--- config.mk ---
export PLATFORM = sky130hd
export DESIGN_NAME = icache_top
export DESIGN_NICKNAME = d
export VERILOG_FILES = /design/src/source/icache_cfg_pkg.sv /design/src/source/icache_types_pkg.sv /design/src/source/icache_top.sv /design/src/source/icache_refill.sv /design/src/source/icache_data_array.sv /design/src/source/icache_tag_array.sv /design/src/source/icache_ctrl.sv
export SDC_FILE = /design/constraint.sdc
export NUM_CORES = 2
export LEC_CHECK = 0
export BUFFER_PORTS_ARGS = -buffer_cell sky130_fd_sc_hd__buf_2
export CAP_MARGIN = 15
export CELL_PAD_IN_SITES_DETAIL_PLACEMENT = 1
export CELL_PAD_IN_SITES_GLOBAL_PLACEMENT = 2
export CORE_UTILIZATION = 25
export CTS_BUF_LIST = sky130_fd_sc_hd__clkbuf_4 sky130_fd_sc_hd__clkbuf_8
export DETAILED_ROUTE_END_ITERATION = 8
export PLACE_DENSITY = 0.46
export REMOVE_ABC_BUFFERS = 1
export SETUP_SLACK_MARGIN = 0.02
export SKIP_LAST_GASP = 1
export SLEW_MARGIN = 20
export SYNTH_ARGS = -nofsm -noshare
export SYNTH_HDL_FRONTEND = slang
export SYNTH_HIERARCHICAL = 1
export SYNTH_SLANG_ARGS = --single-unit
--- constraint.sdc ---
create_clock -name clk_i -period 9.2 [get_ports clk_i]
set_input_delay 0 -clock clk_i [delete_from_list [all_inputs] [get_ports clk_i]]
set_output_delay 0 -clock clk_i [all_outputs]
set_load 0.02 [all_outputs]
--- src/source/icache_cfg_pkg.sv ---
/*
  Geometry of the instruction cache. The address layout in icache_types_pkg
  is built from these values, so the cache works with this geometry only.
*/
`default_nettype none

package icache_cfg_pkg;

  // Fetch side
  localparam int unsigned ADDR_W   = 32;
  localparam int unsigned FETCH_DW = 32;

  // Direct-mapped array of LINE_COUNT lines
  localparam int unsigned LINE_W     = 128;
  localparam int unsigned LINE_COUNT = 16;

  // Byte offset inside one line
  localparam int unsigned OFFSET_W = $clog2(LINE_W / 8);

  // Fetch word index, the upper bits of the line offset
  localparam int unsigned WORD_SEL_W = $clog2(LINE_W / FETCH_DW);

  localparam int unsigned INDEX_W = $clog2(LINE_COUNT);

  // Everything above index and offset is tag
  localparam int unsigned TAG_W = ADDR_W - INDEX_W - OFFSET_W;

endpackage

`default_nettype wire
--- src/source/icache_types_pkg.sv ---
/*
  Shared types of the cache. The fetch address union assumes the geometry
  of icache_cfg_pkg. Its two views always cover the same 32 bits.
*/
`default_nettype none

package icache_types_pkg;

  import icache_cfg_pkg::*;

  // Address split as the arrays see it
  typedef struct packed {
    logic [TAG_W-1:0]               tag;
    logic [INDEX_W-1:0]             index;
    logic [WORD_SEL_W-1:0]          word;
    logic [OFFSET_W-WORD_SEL_W-1:0] byte_sel;
  } cache_addr_t;

  typedef union packed {
    cache_addr_t       cache;
    logic [ADDR_W-1:0] raw;
  } fetch_addr_u;

  typedef enum logic [2:0] {
    IDLE,
    LOOKUP,
    REFILL_REQ,
    REFILL_WAIT,
    RESPOND,
    FLUSH
  } ctrl_state_e;

endpackage

`default_nettype wire

--- src/source/icache_top.sv ---
/*
  Single-port direct-mapped instruction cache with an uncacheable bypass.
  The core holds address and cacheable flag until inst_ready_o pulses.
  One line request is outstanding at a time; the response has no back-pressure.
  Lines that return a memory error are never allocated.
*/
`timescale 1ns/100ps
`default_nettype none

module icache_top
  import icache_cfg_pkg::*;
  import icache_types_pkg::*;
(
  input  wire                 clk_i,
  input  wire                 rst_n_i,

  input  wire  [ADDR_W-1:0]   inst_addr_i,
  input  wire                 inst_cacheable_i,
  input  wire                 inst_valid_i,
  output logic                inst_ready_o,
  output logic [FETCH_DW-1:0] inst_data_o,
  output logic                inst_error_o,

  input  wire                 flush_valid_i,
  output logic                flush_ready_o,

  output logic                mem_req_valid_o,
  output logic [ADDR_W-1:0]   mem_req_addr_o,
  input  wire                 mem_req_ready_i,

  input  wire                 mem_rsp_valid_i,
  input  wire  [LINE_W-1:0]   mem_rsp_data_i,
  input  wire                 mem_rsp_error_i
);

  fetch_addr_u       fetch_addr;
  logic              hit;
  logic              lookup_en;
  logic              alloc_en;
  logic              flush_en;
  logic              refill_start;
  logic              respond_sel;
  logic              refill_done;
  logic              refill_error;
  logic [LINE_W-1:0] refill_line;

  assign fetch_addr = inst_addr_i;

  // The captured memory error is the fetch error, it is low outside a refill response
  assign inst_error_o = refill_error;

  icache_ctrl i_ctrl (
    .clk_i, .rst_n_i, .inst_valid_i, .inst_cacheable_i, .flush_valid_i,
    .hit_i         (hit),
    .refill_done_i (refill_done),
    .refill_error_i(refill_error),
    .inst_ready_o, .flush_ready_o,
    .lookup_en_o   (lookup_en),
    .refill_start_o(refill_start),
    .alloc_en_o    (alloc_en),
    .flush_en_o    (flush_en),
    .respond_sel_o (respond_sel)
  );

  icache_tag_array i_tag_array (
    .clk_i, .rst_n_i,
    .addr_i     (fetch_addr),
    .lookup_en_i(lookup_en),
    .alloc_en_i (alloc_en),
    .flush_en_i (flush_en),
    .hit_o      (hit)
  );

  icache_data_array i_data_array (
    .clk_i,
    .addr_i       (fetch_addr),
    .alloc_en_i   (alloc_en),
    .refill_line_i(refill_line),
    .respond_sel_i(respond_sel),
    .inst_data_o
  );

  icache_refill i_refill (
    .clk_i, .rst_n_i,
    .addr_i        (fetch_addr),
    .refill_start_i(refill_start),
    .mem_req_ready_i, .mem_rsp_valid_i, .mem_rsp_data_i, .mem_rsp_error_i,
    .mem_req_valid_o, .mem_req_addr_o,
    .refill_done_o (refill_done),
    .refill_line_o (refill_line),
    .refill_error_o(refill_error)
  );

endmodule

`default_nettype wire

--- src/source/icache_refill.sv ---
/*
  Memory side of the cache. Issues one line-aligned request per refill and
  holds it until accepted. The response strobe has no back-pressure.
  The error flag is only valid in the cycle after the response.
*/
`timescale 1ns/100ps
`default_nettype none

module icache_refill
  import icache_cfg_pkg::*;
  import icache_types_pkg::*;
(
  input  wire                 clk_i,
  input  wire                 rst_n_i,
  input  wire fetch_addr_u    addr_i,
  input  wire                 refill_start_i,
  input  wire                 mem_req_ready_i,
  input  wire                 mem_rsp_valid_i,
  input  wire  [LINE_W-1:0]   mem_rsp_data_i,
  input  wire                 mem_rsp_error_i,
  output logic                mem_req_valid_o,
  output logic [ADDR_W-1:0]   mem_req_addr_o,
  output logic                refill_done_o,
  output logic [LINE_W-1:0]   refill_line_o,
  output logic                refill_error_o
);

  logic wait_q;

  // Only a response to an accepted request counts
  assign refill_done_o = wait_q && mem_rsp_valid_i;

  always_ff @(posedge clk_i or negedge rst_n_i) begin
    if (!rst_n_i) begin
      mem_req_valid_o <= 1'b0;
      wait_q          <= 1'b0;
      refill_error_o  <= 1'b0;
    end else begin
      if (refill_start_i) begin
        mem_req_valid_o <= 1'b1;
      end else if (mem_req_ready_i) begin
        mem_req_valid_o <= 1'b0;
      end
      if (mem_req_valid_o && mem_req_ready_i) begin
        wait_q <= 1'b1;
      end else if (mem_rsp_valid_i) begin
        wait_q <= 1'b0;
      end
      refill_error_o <= refill_done_o && mem_rsp_error_i;
    end
  end

  always_ff @(posedge clk_i) begin
    if (refill_start_i) begin
      mem_req_addr_o <= {addr_i.raw[ADDR_W-1:OFFSET_W], {OFFSET_W{1'b0}}};
    end
    if (refill_done_o) begin
      refill_line_o <= mem_rsp_data_i;
    end
  end

  a_req_stable : assert property (@(posedge clk_i) disable iff (!rst_n_i)
    mem_req_valid_o && !mem_req_ready_i |=> mem_req_valid_o && $stable(mem_req_addr_o))
    else $error("Memory request changed before it was accepted");

  a_one_outstanding : assert property (@(posedge clk_i) disable iff (!rst_n_i)
    refill_start_i |-> !mem_req_valid_o && !wait_q)
    else $error("Refill started while another one is in flight");

endmodule

`default_nettype wire

--- src/source/icache_data_array.sv ---
/*
  Line storage of the cache. The fetch word comes from the stored line
  or, right after a refill, straight from the refill line.
  Storage content is undefined until a line is allocated.
*/
`timescale 1ns/100ps
`default_nettype none

module icache_data_array
  import icache_cfg_pkg::*;
  import icache_types_pkg::*;
(
  input  wire                 clk_i,
  input  wire fetch_addr_u    addr_i,
  input  wire                 alloc_en_i,
  input  wire  [LINE_W-1:0]   refill_line_i,
  input  wire                 respond_sel_i,
  output logic [FETCH_DW-1:0] inst_data_o
);

  logic [LINE_W-1:0] line_q [LINE_COUNT];
  logic [LINE_W-1:0] src_line;

  always_ff @(posedge clk_i) begin
    if (alloc_en_i) begin
      line_q[addr_i.cache.index] <= refill_line_i;
    end
  end

  // A refill response is served from the refill unit while the line is written
  assign src_line = respond_sel_i ? refill_line_i : line_q[addr_i.cache.index];

  // Word 0 sits in the low bits of the line
  assign inst_data_o = src_line[addr_i.cache.word * FETCH_DW +: FETCH_DW];

endmodule

`default_nettype wire

--- src/source/icache_tag_array.sv ---
/*
  Valid bits and tags of the direct-mapped cache. Hit is combinational
  and only reported while lookup is enabled. Flush clears all lines at once.
*/
`timescale 1ns/100ps
`default_nettype none

module icache_tag_array
  import icache_cfg_pkg::*;
  import icache_types_pkg::*;
(
  input  wire              clk_i,
  input  wire              rst_n_i,
  input  wire fetch_addr_u addr_i,
  input  wire              lookup_en_i,
  input  wire              alloc_en_i,
  input  wire              flush_en_i,
  output logic             hit_o
);

  logic [LINE_COUNT-1:0] valid_q;
  logic [TAG_W-1:0]      tag_q [LINE_COUNT];

  always_ff @(posedge clk_i or negedge rst_n_i) begin
    if (!rst_n_i) begin
      valid_q <= '0;
    end else if (flush_en_i) begin
      valid_q <= '0;
    end else if (alloc_en_i) begin
      valid_q[addr_i.cache.index] <= 1'b1;
    end
  end

  // Tags mean nothing until their valid bit is set
  always_ff @(posedge clk_i) begin
    if (alloc_en_i) begin
      tag_q[addr_i.cache.index] <= addr_i.cache.tag;
    end
  end

  assign hit_o = lookup_en_i && valid_q[addr_i.cache.index] &&
                 (tag_q[addr_i.cache.index] == addr_i.cache.tag);

  // Flush has priority and would silently drop an allocation in the same cycle
  a_alloc_flush_excl : assert property (@(posedge clk_i) disable iff (!rst_n_i)
    !(alloc_en_i && flush_en_i))
    else $error("Line allocation collides with flush");

endmodule

`default_nettype wire

--- src/source/icache_ctrl.sv ---
/*
  Cache controller FSM. A hit answers two cycles after the fetch is sampled.
  Flush is only taken in IDLE and wins over a waiting fetch.
  The fetch inputs must stay stable until inst_ready_o.
*/
`timescale 1ns/100ps
`default_nettype none

module icache_ctrl
  import icache_types_pkg::*;
(
  input  wire  clk_i,
  input  wire  rst_n_i,
  input  wire  inst_valid_i,
  input  wire  inst_cacheable_i,
  input  wire  flush_valid_i,
  input  wire  hit_i,
  input  wire  refill_done_i,
  input  wire  refill_error_i,
  output logic inst_ready_o,
  output logic flush_ready_o,
  output logic lookup_en_o,
  output logic refill_start_o,
  output logic alloc_en_o,
  output logic flush_en_o,
  output logic respond_sel_o
);

  ctrl_state_e state_q, state_d;
  logic        sel_q, sel_d;

  always_comb begin
    state_d        = state_q;
    sel_d          = sel_q;
    inst_ready_o   = 1'b0;
    flush_ready_o  = 1'b0;
    lookup_en_o    = 1'b0;
    refill_start_o = 1'b0;
    alloc_en_o     = 1'b0;
    flush_en_o     = 1'b0;
    unique case (state_q)
      IDLE: begin
        if (flush_valid_i) begin
          state_d = FLUSH;
        end else if (inst_valid_i && inst_cacheable_i) begin
          state_d = LOOKUP;
        end else if (inst_valid_i) begin
          // Uncacheable fetches skip the lookup
          state_d = REFILL_REQ;
          sel_d   = 1'b1;
        end
      end
      LOOKUP: begin
        lookup_en_o = 1'b1;
        if (hit_i) begin
          state_d = RESPOND;
          sel_d   = 1'b0;
        end else begin
          state_d = REFILL_REQ;
          sel_d   = 1'b1;
        end
      end
      REFILL_REQ: begin
        refill_start_o = 1'b1;
        state_d        = REFILL_WAIT;
      end
      REFILL_WAIT: begin
        if (refill_done_i) begin
          state_d = RESPOND;
        end
      end
      RESPOND: begin
        inst_ready_o = 1'b1;
        // Only a clean refill of a cacheable fetch is written into the arrays
        alloc_en_o   = sel_q && inst_cacheable_i && !refill_error_i;
        state_d      = IDLE;
      end
      FLUSH: begin
        flush_en_o    = 1'b1;
        flush_ready_o = 1'b1;
        state_d       = IDLE;
      end
      default: state_d = IDLE;
    endcase
  end

  assign respond_sel_o = sel_q;

  always_ff @(posedge clk_i or negedge rst_n_i) begin
    if (!rst_n_i) begin
      state_q <= IDLE;
      sel_q   <= 1'b0;
    end else begin
      state_q <= state_d;
      sel_q   <= sel_d;
    end
  end

  // The core must still be waiting when the response is given
  a_ready_with_valid : assert property (@(posedge clk_i) disable iff (!rst_n_i)
    inst_ready_o |-> inst_valid_i)
    else $error("inst_ready_o without a pending fetch");

endmodule

`default_nettype wire

=== Yosys cells after proc, flatten, opt, wreduce, memory -nomap -nowiden ===
Memory sizes are Yosys's and may differ from the RTL's.
Cells that the tools add are included.

* Output and inout port bits: 68
* Memories kept: 2
* RAM bits: 2432
* Logic and storage cells: 71
* Bits in registers: 179
* Bits of input ports: 168

{| class="wikitable"
|+ Memories
! memory !! depth !! width !! read ports !! clocked after Yosys merged registers in !! write ports !! line !! text
|-
| i_data_array.line_q || 16 || 128 || 1 || 0 || 1 || icache_data_array.sv:21 || <nowiki>logic [LINE_W-1:0] line_q [LINE_COUNT];</nowiki>
|-
| i_tag_array.tag_q || 16 || 24 || 1 || 0 || 1 || icache_tag_array.sv:22 || <nowiki>logic [TAG_W-1:0] tag_q [LINE_COUNT];</nowiki>
|}

* Bitwise logic cells: 1
* Reductions and logical operators: 17
* Multiplexer cells: 29
* Shifts and indexed selects: 1
* Magnitude comparators: 2
* Eq/ne operators: 11

{| class="wikitable"
|+ Operators with widths
! kind !! number
|-
| 128-bit two-way mux || 1
|-
| 128-bit by 8-bit variable part select with 32-bit output || 1
|-
| 16-bit two-way mux || 2
|-
| 24-bit == test || 1
|-
| 1-bit two-way mux || 17
|-
| 16-bit OR || 1
|-
| 3-bit two-way mux || 5
|-
| 3-bit one-hot mux with 4 select lines || 1
|-
| 1-bit logical AND || 9
|-
| 2-bit nonzero test || 4
|-
| 3-bit by 2-bit == test with 1-bit output, second input constant || 2
|-
| 3-bit == test, second input constant || 2
|-
| 2-bit inequality test, second input constant || 3
|-
| 4-bit by 5-bit less-than comparator with 1-bit output, second input constant || 1
|-
| 1-bit binary-select mux with 4-bit select || 1
|-
| 1-bit demux with 4-bit select || 1
|-
| 4-bit by 1-bit greater-or-equal comparator with 1-bit output, second input constant || 1
|-
| 4-bit by 3-bit inequality test with 1-bit output, second input constant || 1
|-
| 4-bit AND reduction || 1
|-
| 3-bit by 1-bit == test with 1-bit output, second input constant || 1
|-
| 3-bit logical NOT || 1
|-
| 2-bit by 1-bit inequality test with 1-bit output, second input constant || 1
|-
| 1-bit one-hot mux with 2 select lines || 1
|-
| 2-bit AND reduction || 1
|-
| 1-bit logical NOT || 1
|}

=== Depth between registers and ports, before layout ===
* Word-level depth: 7
* Gate-level depth with buffers: 14
* Gate-level depth less buffers: 9

=== Cells and area by module ===
The synthesis kept the hierarchy.

{| class="wikitable"
|+ Modules (own cells, without submodules)
! module !! area an instance (um2) !! seq. area each (um2) !! instances !! cells an instance
|-
| icache_data_array || 79762.7 || 61499.0 || 1 || 3950
|-
| icache_tag_array || 15831.4 || 11931.4 || 1 || 758
|-
| icache_refill || 4834.6 || 4759.6 || 1 || 171
|-
| icache_ctrl || 271.5 || 100.1 || 1 || 31
|}

=== Worst setup path after synthesis ===
No wires, ideal clock.

* Path type: reg-to-reg
* Start point: register i_ctrl.state_q[1]
* End point: memory i_data_array.line_q[4][0] (enable)
* Path buffers: 1
* Arrival: 6.957 ns
* Slack: 1.626 ns
* Setup time: 0.617 ns
* Data required time: 8.583 ns
* Period minus slack after synthesis: 7.574 ns
* Cell stages (with the launch flop): 6
* Path through: dfrtp_1 buf_2 nand2b_1 nor4_1 nand3b_1 nor2_1

* Word-level cells in the longest chain between the ends: 4

{| class="wikitable"
|+ Ends and longest elaborated chain
! what !! line !! text
|-
| from (decl) || icache_ctrl.sv:29 || <nowiki>ctrl_state_e state_q, state_d;</nowiki>
|-
| from (signal assigned) || icache_ctrl.sv:94 || <nowiki>state_q <= state_d;</nowiki>
|-
| 3-bit == test || icache_ctrl.sv:41 || <nowiki>unique case (state_q)</nowiki>
|-
| 1-bit two-way mux || icache_ctrl.sv:41 ||
|-
| via alloc_en || icache_top.sv:39 || <nowiki>logic alloc_en;</nowiki>
|-
| 1-bit two-way mux || icache_data_array.sv:25 || <nowiki>if (alloc_en_i) begin</nowiki>
|-
| 1-bit two-way mux (not written as such) || icache_data_array.sv:26 || <nowiki>line_q[addr_i.cache.index] <= refill_line_i;</nowiki>
|-
| to (decl) || icache_data_array.sv:21 ||
|}

The timed path passes the listed nets, and every way through them passes these cells.

=== Final worst setup path ===
* Start point: input inst_addr_i[4]
* End point: output inst_data_o[20]

* Word-level cells in the longest chain between the ends: 3

{| class="wikitable"
|+ Ends and longest elaborated chain
! what !! line !! text
|-
| from (decl) || icache_top.sv:17 || <nowiki>input wire [ADDR_W-1:0] inst_addr_i,</nowiki>
|-
| memory 16 x 128 bit || - ||
|-
| 128-bit two-way mux || icache_data_array.sv:31 || <nowiki>assign src_line = respond_sel_i ? refill_line_i : line_q[addr_i.cache.index];</nowiki>
|-
| 128-bit by 8-bit variable part select with 32-bit output || icache_data_array.sv:34 || <nowiki>assign inst_data_o = src_line[addr_i.cache.word * FETCH_DW +: FETCH_DW];</nowiki>
|-
| to (decl) || icache_top.sv:21 || <nowiki>output logic [FETCH_DW-1:0] inst_data_o,</nowiki>
|}

Every way passes these cells.

==> impl_metrics.tcl <==
set metrics [dict create \
    status "finished, final reports clean" \
    drc 0 \
    drv_slew 0 \
    die_x_um 637 \
    post-route-util 0.301 \
    synthMuxAreaShare 0.136 \
    dr_total_vias 52400 \
    r2r_end "i_ctrl/state_q[2]" \
    grt_usage 0.154 \
    rr_startpoint "i_tag_array/tag_q[4][13]" \
    gr-total-overflow 0 \
    hold_buffers 356 \
    cts.repair.resized 0 \
    dieArea_sq_um 405000 \
    dr.pass1.iters 5 \
    final_nets 5969 \
    worstSetupPathType "in2out" \
    path_max_fanout 91 \
    slew-limit-headroom 0.303 \
    clk_path_buf_depth 4 \
    power_density_nw_per_um2 213 \
    drt_iter0_drc 3560 \
    synth.avg_cell_area_sq_um 20.5 \
    startpoint_type "input pin" \
    clk_latency_ns 1.14 \
    min_path_type "in2reg" \
    grt_pass1_wl_mm 445 \
    synthFlopType "edfxtp_1" \
    synth-edff-count 2588 \
    numCtsBuffers 463 \
    power.leakage_nw 39.2 \
    hold_violations 0 \
    antenna_found_initial 27 \
    syn-instance-count 4910 \
    clk_pin_slew_ns 0.06 \
    dieHeight_um 637 \
    pin_count 236 \
    synth_xor_area_frac 0.00200 \
    ff2ff_setup_slack_ns 4.94 \
    final.period_utilization 0.573 \
    yosys.area_share.simple 0.0151 \
    synth-adder-area-share 0 \
    fin_skew_ns 0.143 \
    tightest_slew_ns 1.05 \
    ys_warn_count 6 \
    async_reset_ff_frac 0.00881 \
    post_drt_via_cell_ratio 4.58 \
    r2r_cells 9 \
    synth_compound_area_frac 0.0497 \
    fmax_mhz 190 \
    max-vdd-ir-drop_v 0.000112 \
    num_rows 232 \
    cts_sinks 2611 \
    fin_crit_ns 5.28 \
    grt_setup_unrepaired "false" \
    fillers 40700 \
    first_global_vias 57000 \
    cts_setup_buffers 0 \
    finalSetupViolCount 0 \
    core-area_sq_um 400000 \
    drive_gt1_frac 0.239 \
    drv_cap 0 \
    antenna_left 0 \
    synth_seq_cells 2611 \
    min_to "i_refill/mem_req_addr_o[5]" \
    required_ns 9.20 \
    cts_max_level 5 \
    hold_depth 2 \
    cp-end-kind "output port" \
    wire_per_inst_um 28.0 \
    synth_top_family_by_area "multiplexers" \
    ys_seq_area_frac 0.777 \
    io_buffers 229 \
    grt_start_max_net_pins 109 \
    wl_mm 321 \
    synth_area_sq_um 101000 \
    cts-root-buf "clkbuf_8" \
    tns_ns 0 \
    cts_tree "done" \
    worstHoldStart "inst_addr_i[5]" \
    gp_congestion 0.686 \
    start_util 0.252 \
    hpwl_mm 161 \
    synth_cell_type_count 74 \
    area_delta_synth_final_pct 19.6 \
    critPathArrivalTime_ns 5.28 \
]
[registers in the layout (all words and copies together) (netlist names)]
register / flops
i_ctrl/state_q: 3
i_refill/refill_error_o: 1
i_tag_array/tag_q: 384
i_refill/mem_req_addr_o: 28
i_refill/refill_line_o: 128
i_tag_array/valid_q: 16
i_ctrl/respond_sel_o: 1
i_refill/wait_q: 1
i_data_array/line_q: 2048
i_refill/mem_req_valid_o: 1
[stage by stage]
| stage | setup slack (ns) | cell area (sq um) | total power, mW | hold slack, ns | instances |
|---|---|---|---|---|---|
| floorplan | 0.833 | 98800 | 14.6 | -0.296 | 4615 |
| global placement | 4.34 | 108000 | 15.4 | 0.0122 | 10200 |
| detailed placement | 4.36 | 108000 | 15.4 | 0.0200 | 10200 |
| CTS | 3.70 | 120000 | 26.1 | 0.000343 | 11400 |
| global route | 3.51 | 120000 | 26.6 | 0.0774 | 11400 |
| finish | 3.92 | 120000 | 25.6 | 0.144 | 11400 |
[worst max-delay path by stage]
stage	startpoint	endpoint	slack [ns]	cells past startpoint
2_1_floorplan	i_ctrl/respond_sel_o	i_data_array/line_q[4][0]	0.83	4
3_3_place_gp	inst_addr_i[4]	i_ctrl/state_q[1]	4.34	10
3_5_place_dp	inst_addr_i[4]	i_ctrl/state_q[1]	4.36	10
4_1_cts	inst_addr_i[4]	inst_data_o[20]	3.70	10
5_1_grt	inst_addr_i[4]	inst_data_o[20]	3.51	10
6_report	inst_addr_i[4]	inst_data_o[20]	3.92	10
[per-layer routing]
layer,vias to the layer above,global-route usage,part of all wire
met5,-,0,0.00015
met4,8,0.0382,0.023
met3,465,0.0240,0.039
met2,1121,0.265,0.49
met1,28500,0.203,0.44
li1,22400,-,-
[layout make-up]
cell class	instances	area, sq um	area share
Antenna cell	10	25.0	0.000208
Sequential cell	2611	78300	0.650
Multi-Input combinational cell	1972	20700	0.172
Inverter	32	129	0.00107
Tap cell	5265	6590	0.0547
Clock inverter	204	1060	0.00881
Timing Repair Buffer	721	6000	0.0498
Clock buffer	622	7620	0.0633
[cell usage after synthesis (12+ instances only)]
cell type / n / area [sq um]
a211oi_1: 14 / 105
a21oi_1: 82 / 410
a221oi_1: 27 / 236
a22o_1: 36 / 315
a22oi_1: 100 / 751
a32oi_1: 19 / 166
buf_1: 12 / 45.0
buf_2: 65 / 325
buf_4: 45 / 338
buf_6: 41 / 462
clkbuf_1: 118 / 443
dfrtp_1: 23 / 576
edfxtp_1: 2588 / 77700
inv_1: 31 / 116
mux2i_1: 573 / 5740
mux4_2: 337 / 7590
nand2_1: 18 / 67.6
nor2_1: 150 / 563
nor3_1: 14 / 70.1
nor4_1: 47 / 294
o21ai_0: 98 / 490
o21bai_1: 36 / 270
o221ai_1: 24 / 210
o22a_1: 19 / 166
o22ai_1: 200 / 1250
xor2_1: 15 / 131
[where the power goes]
part,leakage (nW),internal [mW],total [mW],switching (mW)
clock,4.58,5.43,10.4,4.92
combinational,11.0,0.555,1.48,0.926
sequential,23.6,13.5,13.8,0.318
total,39.2,19.5,25.6,6.17
[layout by cell type (no fill, tap or decap), types with 46 or more instances in the layout]
cell and instances:
edfxtp_1 2588, clkbuf_4 150, buf_4 121, mux2i_1 573
dlygate4sd3_1 355, buf_2 223, nor4_1 46, clkinv_1 141
o21ai_0 98, mux4_2 337, nor2_1 115, clkbuf_8 472
a21oi_1 82, o22ai_1 200, a22oi_1 100
[worst max-delay path: stages]
cell and delay (ns):
dlygate4sd3_1 0.67, buf_12 0.50, buf_4 0.61, buf_12 0.50
buf_4 0.82, mux4_2 0.61, a22o_1 0.27, o41ai_2 0.25
o2bb2a_1 0.34, buf_2 0.20
[kinds of logic after synthesis]
| group | Yosys count |
|---|---|
| AO/OA/AOI/OAI | 716 |
| XOR/XNOR | 23 |
| buffers and inverters | 330 |
| flip-flops | 2611 |
| multiplexers | 927 |
| other | 1 |
| AND/OR/NAND/NOR | 302 |
Note: power is estimated with default switching activity, not from simulation.
